### config.mk
export PLATFORM = sky130hd
export DESIGN_NAME = wmem_arbiter_flat
export DESIGN_NICKNAME = d
export VERILOG_FILES = /design/src/common/nn_fixed_pkg.sv /design/src/common/nn_ctrl_pkg.sv /design/src/common/wmem_if.sv /design/src/wmem_arbiter.sv /design/src/flat_wrapper.sv
export VERILOG_INCLUDE_DIRS = /design/src /design/src/common
export SDC_FILE = /design/constraint.sdc
export NUM_CORES = 1
export LEC_CHECK = 0
export BUFFER_PORTS_ARGS = -buffer_cell sky130_fd_sc_hd__clkbuf_2
export CAP_MARGIN = 20
export CORE_AREA = 5 5 111 113
export DETAILED_ROUTE_END_ITERATION = 12
export DIE_AREA = 0 0 116 118
export PLACE_DENSITY_LB_ADDON = 0.12
export SLEW_MARGIN = 15
export SYNTH_ARGS = -nofsm -noshare
export SYNTH_HDL_FRONTEND = slang
export SYNTH_SLANG_ARGS = --single-unit
### constraint.sdc
create_clock -name clk -period 0.9 [get_ports clk]
set_input_delay 0.09 -clock clk [delete_from_list [all_inputs] [get_ports clk]]
set_output_delay 0.09 -clock clk [all_outputs]
set_load 0.01 [all_outputs]
### src/common/nn_consts.svh
`ifndef NN_CONSTS_SVH
`define NN_CONSTS_SVH

// layer sizes
`define NN_IN      2
`define NN_HID     3
`define NN_OUT     2
`define NN_NEURONS 5

// signed fixed point, Q8.24
`define NN_WIDTH   32
`define NN_FRAC    24

// weight memory address map
`define NN_ADDR_W  5
`define NN_HW_BASE 0
`define NN_HB_BASE 6
`define NN_OW_BASE 9
`define NN_OB_BASE 15
`define NN_PARAMS  17

`endif

### src/common/nn_fixed_pkg.sv
`include "nn_consts.svh"

package nn_fixed_pkg;

	typedef logic signed [`NN_WIDTH-1:0] fixed_t;

	typedef fixed_t [`NN_IN-1:0]  in_vec_t;
	typedef fixed_t [`NN_HID-1:0] hid_vec_t;
	typedef fixed_t [`NN_OUT-1:0] out_vec_t;

	localparam fixed_t FX_ONE     = fixed_t'(1) <<< `NN_FRAC;
	localparam fixed_t FX_HALF    = FX_ONE >>> 1;
	localparam fixed_t FX_QUARTER = FX_ONE >>> 2;

	// full product, then arithmetic shift back by the fraction bits
	function automatic fixed_t fx_mul(fixed_t a, fixed_t b);
		logic signed [2*`NN_WIDTH-1:0] p;
		p = a * b;
		return p[`NN_FRAC+`NN_WIDTH-1:`NN_FRAC];
	endfunction

	// hard sigmoid, clamp(x/4 + 1/2, 0, 1)
	function automatic fixed_t hard_sigmoid(fixed_t x);
		fixed_t y;
		y = (x >>> 2) + FX_HALF;
		if (y < 0)
			return '0;
		if (y > FX_ONE)
			return FX_ONE;
		return y;
	endfunction

	// derivative taken from the activation itself
	function automatic fixed_t hard_sigmoid_deriv(fixed_t a);
		return (a > 0 && a < FX_ONE) ? FX_QUARTER : '0;
	endfunction

endpackage

### src/common/nn_ctrl_pkg.sv
`include "nn_consts.svh"

package nn_ctrl_pkg;

	typedef enum logic [1:0] {
		OP_LOAD  = 2'd0,
		OP_READ  = 2'd1,
		OP_INFER = 2'd2,
		OP_TRAIN = 2'd3
	} op_e;

	typedef enum logic [2:0] {
		H_IDLE,
		H_MEM,
		H_RDATA,
		H_FF,
		H_BP
	} host_state_e;

	typedef enum logic {
		FF_IDLE,
		FF_RUN
	} ff_state_e;

	typedef enum logic [2:0] {
		BP_IDLE,
		BP_DOUT,
		BP_HDRD,
		BP_HDFIN,
		BP_URD,
		BP_UWAIT,
		BP_UWR
	} bp_state_e;

	typedef enum logic [1:0] {
		CL_HOST = 2'd0,
		CL_FF   = 2'd1,
		CL_BP   = 2'd2
	} client_e;

	// neurons 0..NN_HID-1 are hidden, the rest are outputs
	function automatic logic [1:0] fan_in(logic [2:0] neu);
		return (neu < `NN_HID) ? 2'(`NN_IN) : 2'(`NN_HID);
	endfunction

	// pos == fan_in selects the bias of the neuron
	function automatic logic [`NN_ADDR_W-1:0] param_addr(logic [2:0] neu, logic [1:0] pos);
		int n;
		int p;
		n = int'(neu);
		p = int'(pos);
		if (n < `NN_HID)
			return (p < `NN_IN) ? `NN_ADDR_W'(`NN_HW_BASE + n*`NN_IN + p)
				: `NN_ADDR_W'(`NN_HB_BASE + n);
		return (p < `NN_HID) ? `NN_ADDR_W'(`NN_OW_BASE + (n-`NN_HID)*`NN_HID + p)
			: `NN_ADDR_W'(`NN_OB_BASE + n - `NN_HID);
	endfunction

endpackage

### src/common/wmem_if.sv
`timescale 1ns/1ps
`include "nn_consts.svh"

interface wmem_if;

	logic                   req;
	logic                   we;
	logic [`NN_ADDR_W-1:0]  addr;
	nn_fixed_pkg::fixed_t   wdata;
	logic                   gnt;
	nn_fixed_pkg::fixed_t   rdata;
	// read data for this client is on rdata
	logic                   rvalid;

	modport client (
		output req, we, addr, wdata,
		input  gnt, rdata, rvalid
	);

	modport arbiter (
		input  req, we, addr, wdata,
		output gnt, rdata, rvalid
	);

endinterface

### src/wmem_arbiter.sv
`timescale 1ns/1ps
`include "nn_consts.svh"

module wmem_arbiter (
	input  logic                  clk,
	input  logic                  i_reset,
	wmem_if.arbiter               host,
	wmem_if.arbiter               ff,
	wmem_if.arbiter               bp,
	output logic                  o_mem_we,
	output logic [`NN_ADDR_W-1:0] o_mem_addr,
	output nn_fixed_pkg::fixed_t  o_mem_wdata,
	input  nn_fixed_pkg::fixed_t  i_mem_rdata
);

	nn_ctrl_pkg::client_e rd_client;
	logic                 rd_pend;
	logic                 any_gnt;
	nn_ctrl_pkg::client_e cur;

	// fixed priority bp > ff > host
	assign bp.gnt   = bp.req;
	assign ff.gnt   = ff.req && !bp.req;
	assign host.gnt = host.req && !ff.req && !bp.req;
	assign any_gnt  = bp.req || ff.req || host.req;

	always_comb
	begin
		cur         = nn_ctrl_pkg::CL_HOST;
		o_mem_we    = host.req && host.we;
		o_mem_addr  = host.addr;
		o_mem_wdata = host.wdata;
		if (bp.req)
		begin
			cur         = nn_ctrl_pkg::CL_BP;
			o_mem_we    = bp.we;
			o_mem_addr  = bp.addr;
			o_mem_wdata = bp.wdata;
		end
		else if (ff.req)
		begin
			cur         = nn_ctrl_pkg::CL_FF;
			o_mem_we    = ff.we;
			o_mem_addr  = ff.addr;
			o_mem_wdata = ff.wdata;
		end
	end

	// remember who issued the read in flight
	always_ff @(posedge clk)
	begin
		if (i_reset)
		begin
			rd_pend   <= 1'b0;
			rd_client <= nn_ctrl_pkg::CL_HOST;
		end
		else
		begin
			rd_pend   <= any_gnt && !o_mem_we;
			rd_client <= cur;
		end
	end

	assign host.rdata  = i_mem_rdata;
	assign ff.rdata    = i_mem_rdata;
	assign bp.rdata    = i_mem_rdata;
	assign host.rvalid = rd_pend && rd_client == nn_ctrl_pkg::CL_HOST;
	assign ff.rvalid   = rd_pend && rd_client == nn_ctrl_pkg::CL_FF;
	assign bp.rvalid   = rd_pend && rd_client == nn_ctrl_pkg::CL_BP;

endmodule

### src/flat_wrapper.sv
// flat-port wrapper written by rule: the top's interface ports become plain ports
module wmem_arbiter_flat 
  (clk, i_reset, o_mem_we, o_mem_addr, o_mem_wdata, i_mem_rdata, host_req, host_we, host_addr, host_wdata, host_gnt, host_rdata, host_rvalid, ff_req, ff_we, ff_addr, ff_wdata, ff_gnt, ff_rdata, ff_rvalid, bp_req, bp_we, bp_addr, bp_wdata, bp_gnt, bp_rdata, bp_rvalid);
  wmem_if host_i ();
  wmem_if ff_i ();
  wmem_if bp_i ();
  input  logic clk;
  input  logic i_reset;
  output logic o_mem_we;
  output logic [`NN_ADDR_W-1:0] o_mem_addr;
  output nn_fixed_pkg::fixed_t o_mem_wdata;
  input  nn_fixed_pkg::fixed_t i_mem_rdata;
  input wire logic [$bits(host_i.req)-1:0] host_req;
  input wire logic [$bits(host_i.we)-1:0] host_we;
  input wire logic [$bits(host_i.addr)-1:0] host_addr;
  input wire logic [$bits(host_i.wdata)-1:0] host_wdata;
  output wire logic [$bits(host_i.gnt)-1:0] host_gnt;
  output wire logic [$bits(host_i.rdata)-1:0] host_rdata;
  output wire logic [$bits(host_i.rvalid)-1:0] host_rvalid;
  input wire logic [$bits(ff_i.req)-1:0] ff_req;
  input wire logic [$bits(ff_i.we)-1:0] ff_we;
  input wire logic [$bits(ff_i.addr)-1:0] ff_addr;
  input wire logic [$bits(ff_i.wdata)-1:0] ff_wdata;
  output wire logic [$bits(ff_i.gnt)-1:0] ff_gnt;
  output wire logic [$bits(ff_i.rdata)-1:0] ff_rdata;
  output wire logic [$bits(ff_i.rvalid)-1:0] ff_rvalid;
  input wire logic [$bits(bp_i.req)-1:0] bp_req;
  input wire logic [$bits(bp_i.we)-1:0] bp_we;
  input wire logic [$bits(bp_i.addr)-1:0] bp_addr;
  input wire logic [$bits(bp_i.wdata)-1:0] bp_wdata;
  output wire logic [$bits(bp_i.gnt)-1:0] bp_gnt;
  output wire logic [$bits(bp_i.rdata)-1:0] bp_rdata;
  output wire logic [$bits(bp_i.rvalid)-1:0] bp_rvalid;
  assign host_i.req = host_req;
  assign host_i.we = host_we;
  assign host_i.addr = host_addr;
  assign host_i.wdata = host_wdata;
  assign host_gnt = host_i.gnt;
  assign host_rdata = host_i.rdata;
  assign host_rvalid = host_i.rvalid;
  assign ff_i.req = ff_req;
  assign ff_i.we = ff_we;
  assign ff_i.addr = ff_addr;
  assign ff_i.wdata = ff_wdata;
  assign ff_gnt = ff_i.gnt;
  assign ff_rdata = ff_i.rdata;
  assign ff_rvalid = ff_i.rvalid;
  assign bp_i.req = bp_req;
  assign bp_i.we = bp_we;
  assign bp_i.addr = bp_addr;
  assign bp_i.wdata = bp_wdata;
  assign bp_gnt = bp_i.gnt;
  assign bp_rdata = bp_i.rdata;
  assign bp_rvalid = bp_i.rvalid;
  wmem_arbiter u_core (.clk(clk), .i_reset(i_reset), .host(host_i), .ff(ff_i), .bp(bp_i), .o_mem_we(o_mem_we), .o_mem_addr(o_mem_addr), .o_mem_wdata(o_mem_wdata), .i_mem_rdata(i_mem_rdata));
endmodule
==> qor.csv, run 1 <==
stage;metric;value;unit
timing;hold_viol;0;
timing;slew_violations;0;
placement;place_inst;441;
clocking;cts_tree;done;
synth;yosysSeqAreaShare;3.44;%
timing;worst_pin_slew;0.180;ns
floorplan;io_pins;291;
finish;fin_cells;453;
setup_path;critical_path_class;flip-flop to output pin;
clocking;clock_sinks;3;
finish;nets;462;
setup_path;crit_chain;and3b_1 > buf_2;
setup_path;cpLargestDelayFamily;flip-flops;
power_and_ir_drop;p_total;0.00190;W
floorplan;die-area;13700;um^2
setup_path;critPathMaxStageDelay;0.32;ns
power_and_ir_drop;ir_worst_vdd;0.000554;V
route;dr_wl_met2;3580;um
power_and_ir_drop;power.density;842;nW/um^2
floorplan;placementRows;39;
global_route;grt_max_degree;20;
route;drt-total-wl;7180;um
timing;rsz0062_at_grt;yes;
setup_path;cpMaxStageDelayCell;dfxtp_2;
setup_path;worst_setup_path_end_kind;output pin;
route;wl_met3;1130;um
route;drt_iter0_drc;44;
global_route;grtUsageTotal;9.23;%
flow_run;cap_violations;0;
placement;io_buffers;162;
placement;dp_hpwl;6070;um
setup_path;path_buf_inv;1;
synth;syn_area_per_cell;7.34;um^2
setup_path;cp.arrival;0.88;ns
route;post_drt_wl_per_cell;15.9;um
placement;dp_slack;-0.261;ns
finish;fill_cells;1298;
synth;ys_warn_count;0;
clocking;cts_buffer_depth;2;
setup_path;worstPathMaxFanout;3;
floorplan;die_w;116;um
clocking;clk_pin_slew;0.03;ns
setup_path;required;0.81;ns
floorplan;start_util;15.6;%
route;drt-met1-wl;2210;um
synth;netlist_instances;238;
clocking;h-tree-depth;1;
placement;gp_congestion;0.718;
route;vias;1706;
setup_path;cp-start-kind;flip-flop;
finish;syn2layout_area_growth;28.8;%
route;ant_nets;0;
run_status;violations;negative setup slack;
global_route;antenna_found_initial;0;
clocking;cts_buffers;3;
route;routed.top_layer;met4;
global_route;grt_pass1_vias;1711;
timing;slew_headroom;87.7;%
finish;diodes;0;
synth;synth_cell_types;19;
timing;setup_violations;28;
clocking;ctsRootBufferMaster;clkbuf_16;
global_route;grt_pass1_wl;9760;um
timing;fin_crit;0.966;ns
global_route;gr-total-overflow;0;
floorplan;core_area;11200;um^2
timing;max_freq;1030;MHz
min_path;hold_path.class;input port to flip-flop;
power_and_ir_drop;leakage;1.28;nW
timing;fin_crit_sh;107;%
run_status;run_status;finished with violations;
timing;setup_ws;-0.0664;ns
route;drt_pass1_iterations;4;
synth;syn-num-nets;389;
route;drc;0;
floorplan;die_y;118;um
finish;drive_above_1_share;63.5;%
synth;syn_area;1750;um^2
synth;ys_seq_elements;3;
route;viasPerCell;3.77;
clocking;hold_buffers;0;
==> final cells by class <==
cell class / instances / area (um^2) / area share [%]
clock buffer: 4 / 78.8 / 3.50
multi-input combinational: 124 / 843 / 37.5
tap: 143 / 179 / 7.95
timing repair buffer: 179 / 1080 / 48.2
sequential: 3 / 63.8 / 2.84
==> Yosys cell counts (all sizes together) <==
cell type  count  area (um^2)
a21oi          2         17.5
nand3b         1         7.51
buf          110          868
nor3b          2         20.0
nor3           2         10.0
nand2         37          139
dfxtp          3         60.1
and3b          2         17.5
clkbuf         1         3.75
nor2b          4         40.0
o21ai         37          193
mux2i         37          370
==> layout by cell type (no fill, tap or decap), drive strengths merged <==
cell type and instances:
nand2 37, a21oi 2, mux2i 37, dfxtp 3, o21ai 37, nand3b 1, nor2b 4, and3b 2
nor3 2, nor3b 2, buf 33, clkbuf 150
==> stage by stage <==
stage	util (%)	instance area (um^2)	setup TNS, ns	hold slack (ns)
after global placement	17.5	1970	-2.63	0.180
final	20.0	2250	-0.798	0.0913
after floorplan	-	1750	0	0.154
after detailed placement	17.5	1970	-3.40	0.180
after CTS	20.0	2250	-1.43	0.0891
after global routing	20.0	2250	-2.46	0.0991
==> metal layers <==
| layer | up-vias | global-route usage, % |
|---|---|---|
| li1 | 834 | - |
| met1 | 693 | 8.81 |
| met2 | 150 | 17.1 |
| met3 | 29 | 4.01 |
| met4 | 0 | 3.48 |
| met5 | - | 0 |
==> worst paths after layout <==
check	startpoint	to	slack, ns	depth (start not counted)
setup / recovery	u_core.rd_client[0]$_SDFF_PP0_	bp_rvalid	-0.07	2
hold / removal	i_reset	u_core.rd_client[0]$_SDFF_PP0_	0.09	2
==> state kept, by name, indices dropped and copies added (netlist names) <==
signal / count
u_core.rd_client: 2
u_core.rd_pend: 1
==> cells by family after synthesis <==
family / after synthesis / share of synthesized area, %
muxes: 37 / 21.2
buffers and inverters: 111 / 49.9
and+or+nand+nor: 48 / 13.4
AOI/OAI and AO/OA: 39 / 12.0
DFF: 3 / 3.44
==> repair_timing <==
action	CTS	global route
buffers inserted	5	0
gates cloned	3	0
gates resized for setup	18	17
endpoints found under the setup margin	41	37
pin swaps	4	2
==> power by group <==
group | total (W) | switching (W) | internal [W] | leakage, nW
clock | 0.000705 | 0.000120 | 0.000584 | 0.0382
combinational | 0.00104 | 0.000479 | 0.000563 | 1.21
sequential | 0.000148 | 0.00000505 | 0.000143 | 0.0258
Power figures use the tool's default switching activity.
==> run 2, diff against run 1 <==
Settings changed: SKIP_CTS_REPAIR_TIMING from default to 1.
==> qor.csv, run 2 (synthesis gave the netlist of run 1 again) <==
stage;metric;value;unit;change
timing;hold_viol;0;;unchanged
setup_path;critPathMaxStageDelay;0.18;ns;-0.14 ns
floorplan;io_pins;291;;unchanged
route;drc;0;;unchanged
setup_path;worst_setup_path_end_kind;output pin;;
setup_path;crit_top_cell;buf_12;;
setup_path;cp-start-kind;input port;;
timing;setup_violations;5;;-82%
route;dr_wl_met2;3760;um;+5.0%
route;viasPerCell;3.79;;+0.62%
timing;slew_violations;0;;unchanged
setup_path;worstPathMaxFanout;7;;+4
clocking;cts_buffer_depth;2;;unchanged
global_route;antenna_found_initial;0;;unchanged
finish;final_cell_mix;clkbuf_2 (146), nand2_1 (37), o21ai_1 (35), mux2i_1 (32), buf_2 (13);;
clocking;cts_tree;done;;
timing;rsz0062_at_grt;yes;;
placement;gp_congestion;0.718;;unchanged
finish;drive_above_1_share;63.6;%;+0.088 points
route;drt_iter0_drc;59;;+34%
power_and_ir_drop;ir_worst_vdd;0.000554;V;about the same
route;ant_nets;0;;unchanged
floorplan;die_y;118;um;unchanged
timing;worst_pin_slew;0.165;ns;-0.0151 ns
flow_run;cap_violations;0;;unchanged
finish;diodes;0;;unchanged
setup_path;required;0.81;ns;about the same
timing;setup_ws;-0.0640;ns;+0.00242 ns
setup_path;crit_chain;buf_12 > buf_12 > nand3b_1 > a21oi_2 > buf_2;;
power_and_ir_drop;power.density;842;nW/um^2;about the same
global_route;grt_pass1_wl;9250;um;-5.3%
placement;place_inst;441;;unchanged
min_path;hold_path.class;input port to flip-flop;;
finish;syn2layout_area_growth;29.0;%;
placement;dp_hpwl;6070;um;unchanged
clocking;clock_sinks;3;;unchanged
power_and_ir_drop;p_total;0.00190;W;+0.18%
finish;top_register;u_core.rd_client;;
route;drt-met1-wl;2240;um;+1.2%
finish;fin_cells;451;;-0.44%
finish;final_common_cell;clkbuf_2;;
finish;final_util;20.1;%;+0.033 points
route;drt_pass1_iterations;4;;unchanged
power_and_ir_drop;leakage;1.27;nW;-0.74%
global_route;grtUsageTotal;8.67;%;-0.56 points
finish;largestRegisters;u_core.rd_client: 2 flops, u_core.rd_pend: 1 flops;;
finish;nets;460;;-0.43%
finish;largest_reg_flops;2;;unchanged
clocking;clk_pin_slew;0.03;ns;about the same
clocking;h-tree-depth;1;;unchanged
run_status;violations;negative setup slack;;
setup_path;critical_path_class;input port to output pin;;
route;drt-total-wl;7340;um;+2.2%
run_status;run_status;finished with violations;;
route;routed.top_layer;met4;;
global_route;gr-total-overflow;0;;unchanged
floorplan;die_w;116;um;unchanged
timing;fin_crit;0.964;ns;-0.00242 ns
setup_path;cpMaxStageDelayCell;a21oi_2;;
global_route;grt_pass1_vias;1647;;-3.7%
min_path;hold_path_depth;2;;unchanged
timing;timing.hold.ws;0.0916;ns;+0.000277 ns
clocking;ctsRootBufferMaster;clkbuf_16;;
placement;io_buffers;162;;unchanged
route;wl_met3;1110;um;-1.8%
clocking;cts_buffers;3;;unchanged
floorplan;core_area;11200;um^2;unchanged
global_route;grt_max_degree;34;;+70%
timing;fin_crit_sh;107;%;-0.27 points
floorplan;placementRows;39;;unchanged
timing;max_freq;1040;MHz;+0.25%
setup_path;cp.arrival;0.87;ns;about the same
route;post_drt_wl_per_cell;16.3;um;+2.6%
route;vias;1709;;+0.18%
floorplan;die-area;13700;um^2;unchanged
floorplan;start_util;15.6;%;unchanged
timing;slew_headroom;88.7;%;+1.0 points
run 2: area by class of cell:
type                    count  area [um^2]
fillers                  1300         8970
repair buffers            177         1080
multi-input cells         124          847
well taps                 143          179
clock buffers               4         78.8
flip-flops and latches      3         63.8
run 2: worst paths after layout:
check / endpoint / slack (ns) / from
min: u_core.rd_client[0]$_SDFF_PP0_ / 0.09 / i_reset
max: o_mem_we / -0.06 / ff_req
run 2: stage by stage:
stage | cell area, um^2 | TNS [ns] | setup slack, ns
floorplan | 1750 | 0 | 0.135
global placement | 1970 | -2.63 | -0.226
detailed placement | 1970 | -3.40 | -0.261
CTS | 2050 | -3.68 | -0.256
global route | 2250 | -0.616 | -0.0993
finish | 2250 | -0.252 | -0.0640
run 2: critical path, delay by kind of cell:
| kind | cells | cell delay [ns] |
|---|---|---|
| simple gates | 1 | 0.17 |
| compound gates | 1 | 0.18 |
| buf+inv | 3 | 0.43 |
run 2: report_power, final:
| part | internal [W] | leakage, nW | switching, W |
|---|---|---|---|
| combinational | 0.000566 | 1.20 | 0.000485 |
| clock | 0.000584 | 0.0382 | 0.000115 |
| sequential | 0.000143 | 0.0258 | 0.00000511 |
run 2: routing by layer:
layer	GRT usage [%]	vias up
met1	8.28	704
li1	-	834
met5	0	-
met2	16.1	145
met3	3.86	26
met4	3.05	0
==> run 3, diff against run 2 <==
Settings changed: CTS_BUF_LIST from default to sky130_fd_sc_hd__clkbuf_8 sky130_fd_sc_hd__clkbuf_16, SKIP_CTS_REPAIR_TIMING 1 to default.
==> qor.csv, run 3 (synthesis gave the netlist of run 1 again) <==
stage;metric;value;unit;change
finish;top_register;u_core.rd_client;;
clocking;h-tree-depth;1;;unchanged
power_and_ir_drop;ir_worst_vdd;0.000541;V;-2.3%
power_and_ir_drop;internal_power;0.00128;W;-1.1%
finish;fill_cells;1298;;-0.15%
floorplan;die-area;13700;um^2;unchanged
timing;worst_pin_slew;0.180;ns;+0.0151 ns
clocking;cts_buffers;3;;unchanged
timing;setup_ws;-0.0664;ns;-0.00243 ns
route;vias;1706;;-0.18%
floorplan;io_pins;291;;unchanged
global_route;grt_max_degree;20;;-41%
setup_path;crit_chain;and3b_1 > buf_2;;
clocking;clock_sinks;3;;unchanged
finish;syn2layout_area_growth;28.8;%;
global_route;gr-total-overflow;0;;unchanged
global_route;grt_pass1_vias;1711;;+3.9%
min_path;hold_path.class;input port to flip-flop;;
route;drt_pass1_iterations;4;;unchanged
placement;gp_congestion;0.718;;unchanged
route;drt-total-wl;7190;um;-2.1%
timing;rsz0062_at_grt;yes;;
power_and_ir_drop;pwr-share-clk;36.9;%;about the same
finish;regArea;63.8;um^2;unchanged
clocking;hold_buffers;0;;
setup_path;path_buf_inv;1;;-2
setup_path;cpLargestDelayFamily;flip-flops;;
setup_path;cp-startpoint;u_core.rd_client[0]$_SDFF_PP0_;;
global_route;grt_pass1_wl;9760;um;+5.6%
setup_path;worstPathMaxFanout;3;;-4
clocking;cts_buffer_depth;2;;unchanged
timing;slew_headroom;87.7;%;-1.0 points
setup_path;cp-start-kind;flip-flop;;
clocking;ctsRootBufferMaster;clkbuf_16;;
timing;setup_tns;-0.799;ns;-0.546 ns
finish;final_common_cell;clkbuf_2;;
timing;hold_viol;0;;unchanged
power_and_ir_drop;power.density;838;nW/um^2;-0.55%
setup_path;worst_setup_path_end_kind;output pin;;
run_status;run_status;finished with violations;;
clocking;clk_pin_slew;0.03;ns;about the same
setup_path;cp.arrival;0.88;ns;about the same
finish;nets;462;;+0.43%
min_path;min_from;i_reset;;
route;post_drt_wl_per_cell;15.9;um;-2.5%
placement;io_buffers;162;;unchanged
placement;dp_hpwl;6070;um;unchanged
power_and_ir_drop;p_sw_share;32.1;%;+0.26 points
finish;multi_input_comb_area;843;um^2;-0.44%
timing;fin_crit;0.966;ns;+0.00243 ns
timing;max_freq;1030;MHz;-0.25%
run_status;violations;negative setup slack;;
setup_path;worst-path-stages;2;;-3
power_and_ir_drop;comb_power_share;55.3;%;about the same
route;drt_iter0_drc;44;;-25%
route;viasPerCell;3.77;;-0.62%
setup_path;cp-endpoint;bp_rvalid;;
floorplan;die_y;118;um;unchanged
global_route;grtUsageTotal;9.23;%;+0.56 points
global_route;antenna_found_initial;0;;unchanged
power_and_ir_drop;p_sw;0.000606;W;about the same
finish;final_cell_mix;clkbuf_2 (144), nand2_1 (37), mux2i_1 (34), o21ai_1 (34), buf_2 (16);;
clocking;cts_tree;done;;
power_and_ir_drop;leakage;1.28;nW;+1.1%
finish;largest_reg_flops;2;;unchanged
floorplan;die_w;116;um;unchanged
power_and_ir_drop;p_total;0.00188;W;-0.72%
finish;largestRegisters;u_core.rd_client: 2 flops, u_core.rd_pend: 1 flops;;
finish;fin_cells;453;;+0.44%
route;ant_nets;0;;unchanged
flow_run;cap_violations;0;;unchanged
finish;drive_above_1_share;63.5;%;-0.088 points
setup_path;required;0.81;ns;about the same
floorplan;core_area;11200;um^2;unchanged
setup_path;critical_path_class;flip-flop to output pin;;
finish;diodes;0;;unchanged
setup_path;critPathMaxStageDelay;0.32;ns;+0.14 ns
placement;place_inst;441;;unchanged
route;drc;0;;unchanged
power_and_ir_drop;p_seq_share;7.9;%;about the same
placement;dp_slack;-0.261;ns;unchanged
setup_path;cpMaxStageDelayCell;dfxtp_2;;
floorplan;placementRows;39;;unchanged
timing;fin_crit_sh;107;%;+0.27 points
floorplan;start_util;15.6;%;unchanged
timing;setup_violations;28;;+23
timing;slew_violations;0;;unchanged
-- run 3: cell count changes in the layout (fill, tap and decap cells not counted), moves of 2 or more --
cell | before | now
mux2i_2 | 4 | 2
clkbuf_16 | 6 | 4
buf_16 | 0 | 3
clkbuf_2 | 146 | 144
buf_6 | 5 | 2
buf_2 | 13 | 16
buf_12 | 6 | 4
buf_4 | 3 | 8
mux2i_1 | 32 | 34
-- run 3: through the flow --
step	utilization [%]	instance area (um^2)	hold slack [ns]
floorplan	-	1750	0.154
global route	20.0	2250	0.0991
finish	20.0	2250	0.0915
detailed placement	17.5	1970	0.180
CTS	20.0	2250	0.0891
global placement	17.5	1970	0.180
-- run 3: worst min-delay path by stage --
stage / cells after the start / slack (ns) / end
3_3_place_gp: 0 / 0.18 / bp_rdata[31]
3_5_place_dp: 0 / 0.18 / bp_rdata[31]
2_1_floorplan: 1 / 0.15 / u_core.rd_client[0]$_SDFF_PP0_
5_1_grt: 2 / 0.1 / u_core.rd_client[0]$_SDFF_PP0_
4_1_cts: 2 / 0.09 / u_core.rd_client[0]$_SDFF_PP0_
6_report: 2 / 0.09 / u_core.rd_client[0]$_SDFF_PP0_
-- run 3: power groups by stage --
stage / clock [W] / combinational (W) / sequential [W]
after global placement: 0 / 0.000956 / 0.000147
after detailed placement: 0 / 0.000957 / 0.000148
after global routing: 0.000730 / 0.00114 / 0.000149
final: 0.000695 / 0.00104 / 0.000148
after floorplan: 0 / 0.000910 / 0.000146
after CTS: 0.000700 / 0.00107 / 0.000148
-- run 3: cell type report --
| class | count | area share (%) |
|---|---|---|
| well taps | 143 | 7.95 |
| repair buffers | 179 | 48.2 |
| clock buffers | 3 | 3.34 |
| flip-flops and latches | 3 | 2.84 |
| clock inverters | 1 | 0.167 |
| multi-input cells | 124 | 37.5 |
-- run 3: timing repair --
| item | 4_1_cts | 5_1_grt |
|---|---|---|
| pin swaps | 4 | 2 |
| endpoints found under the hold margin | 0 | 0 |
| resized for setup | 18 | 17 |
| setup endpoints to repair | 41 | 37 |
| buffers inserted | 5 | 0 |
| cloned | 3 | 0 |
-- run 3: per-layer routing --
metal | GRT usage [%] | wire length, um | up-vias
li1 | - | - | 834
met3 | 4.01 | 1130 | 29
met5 | 0 | 0 | -
met2 | 17.1 | 3580 | 150
met1 | 8.81 | 2220 | 693
met4 | 3.48 | 255 | 0
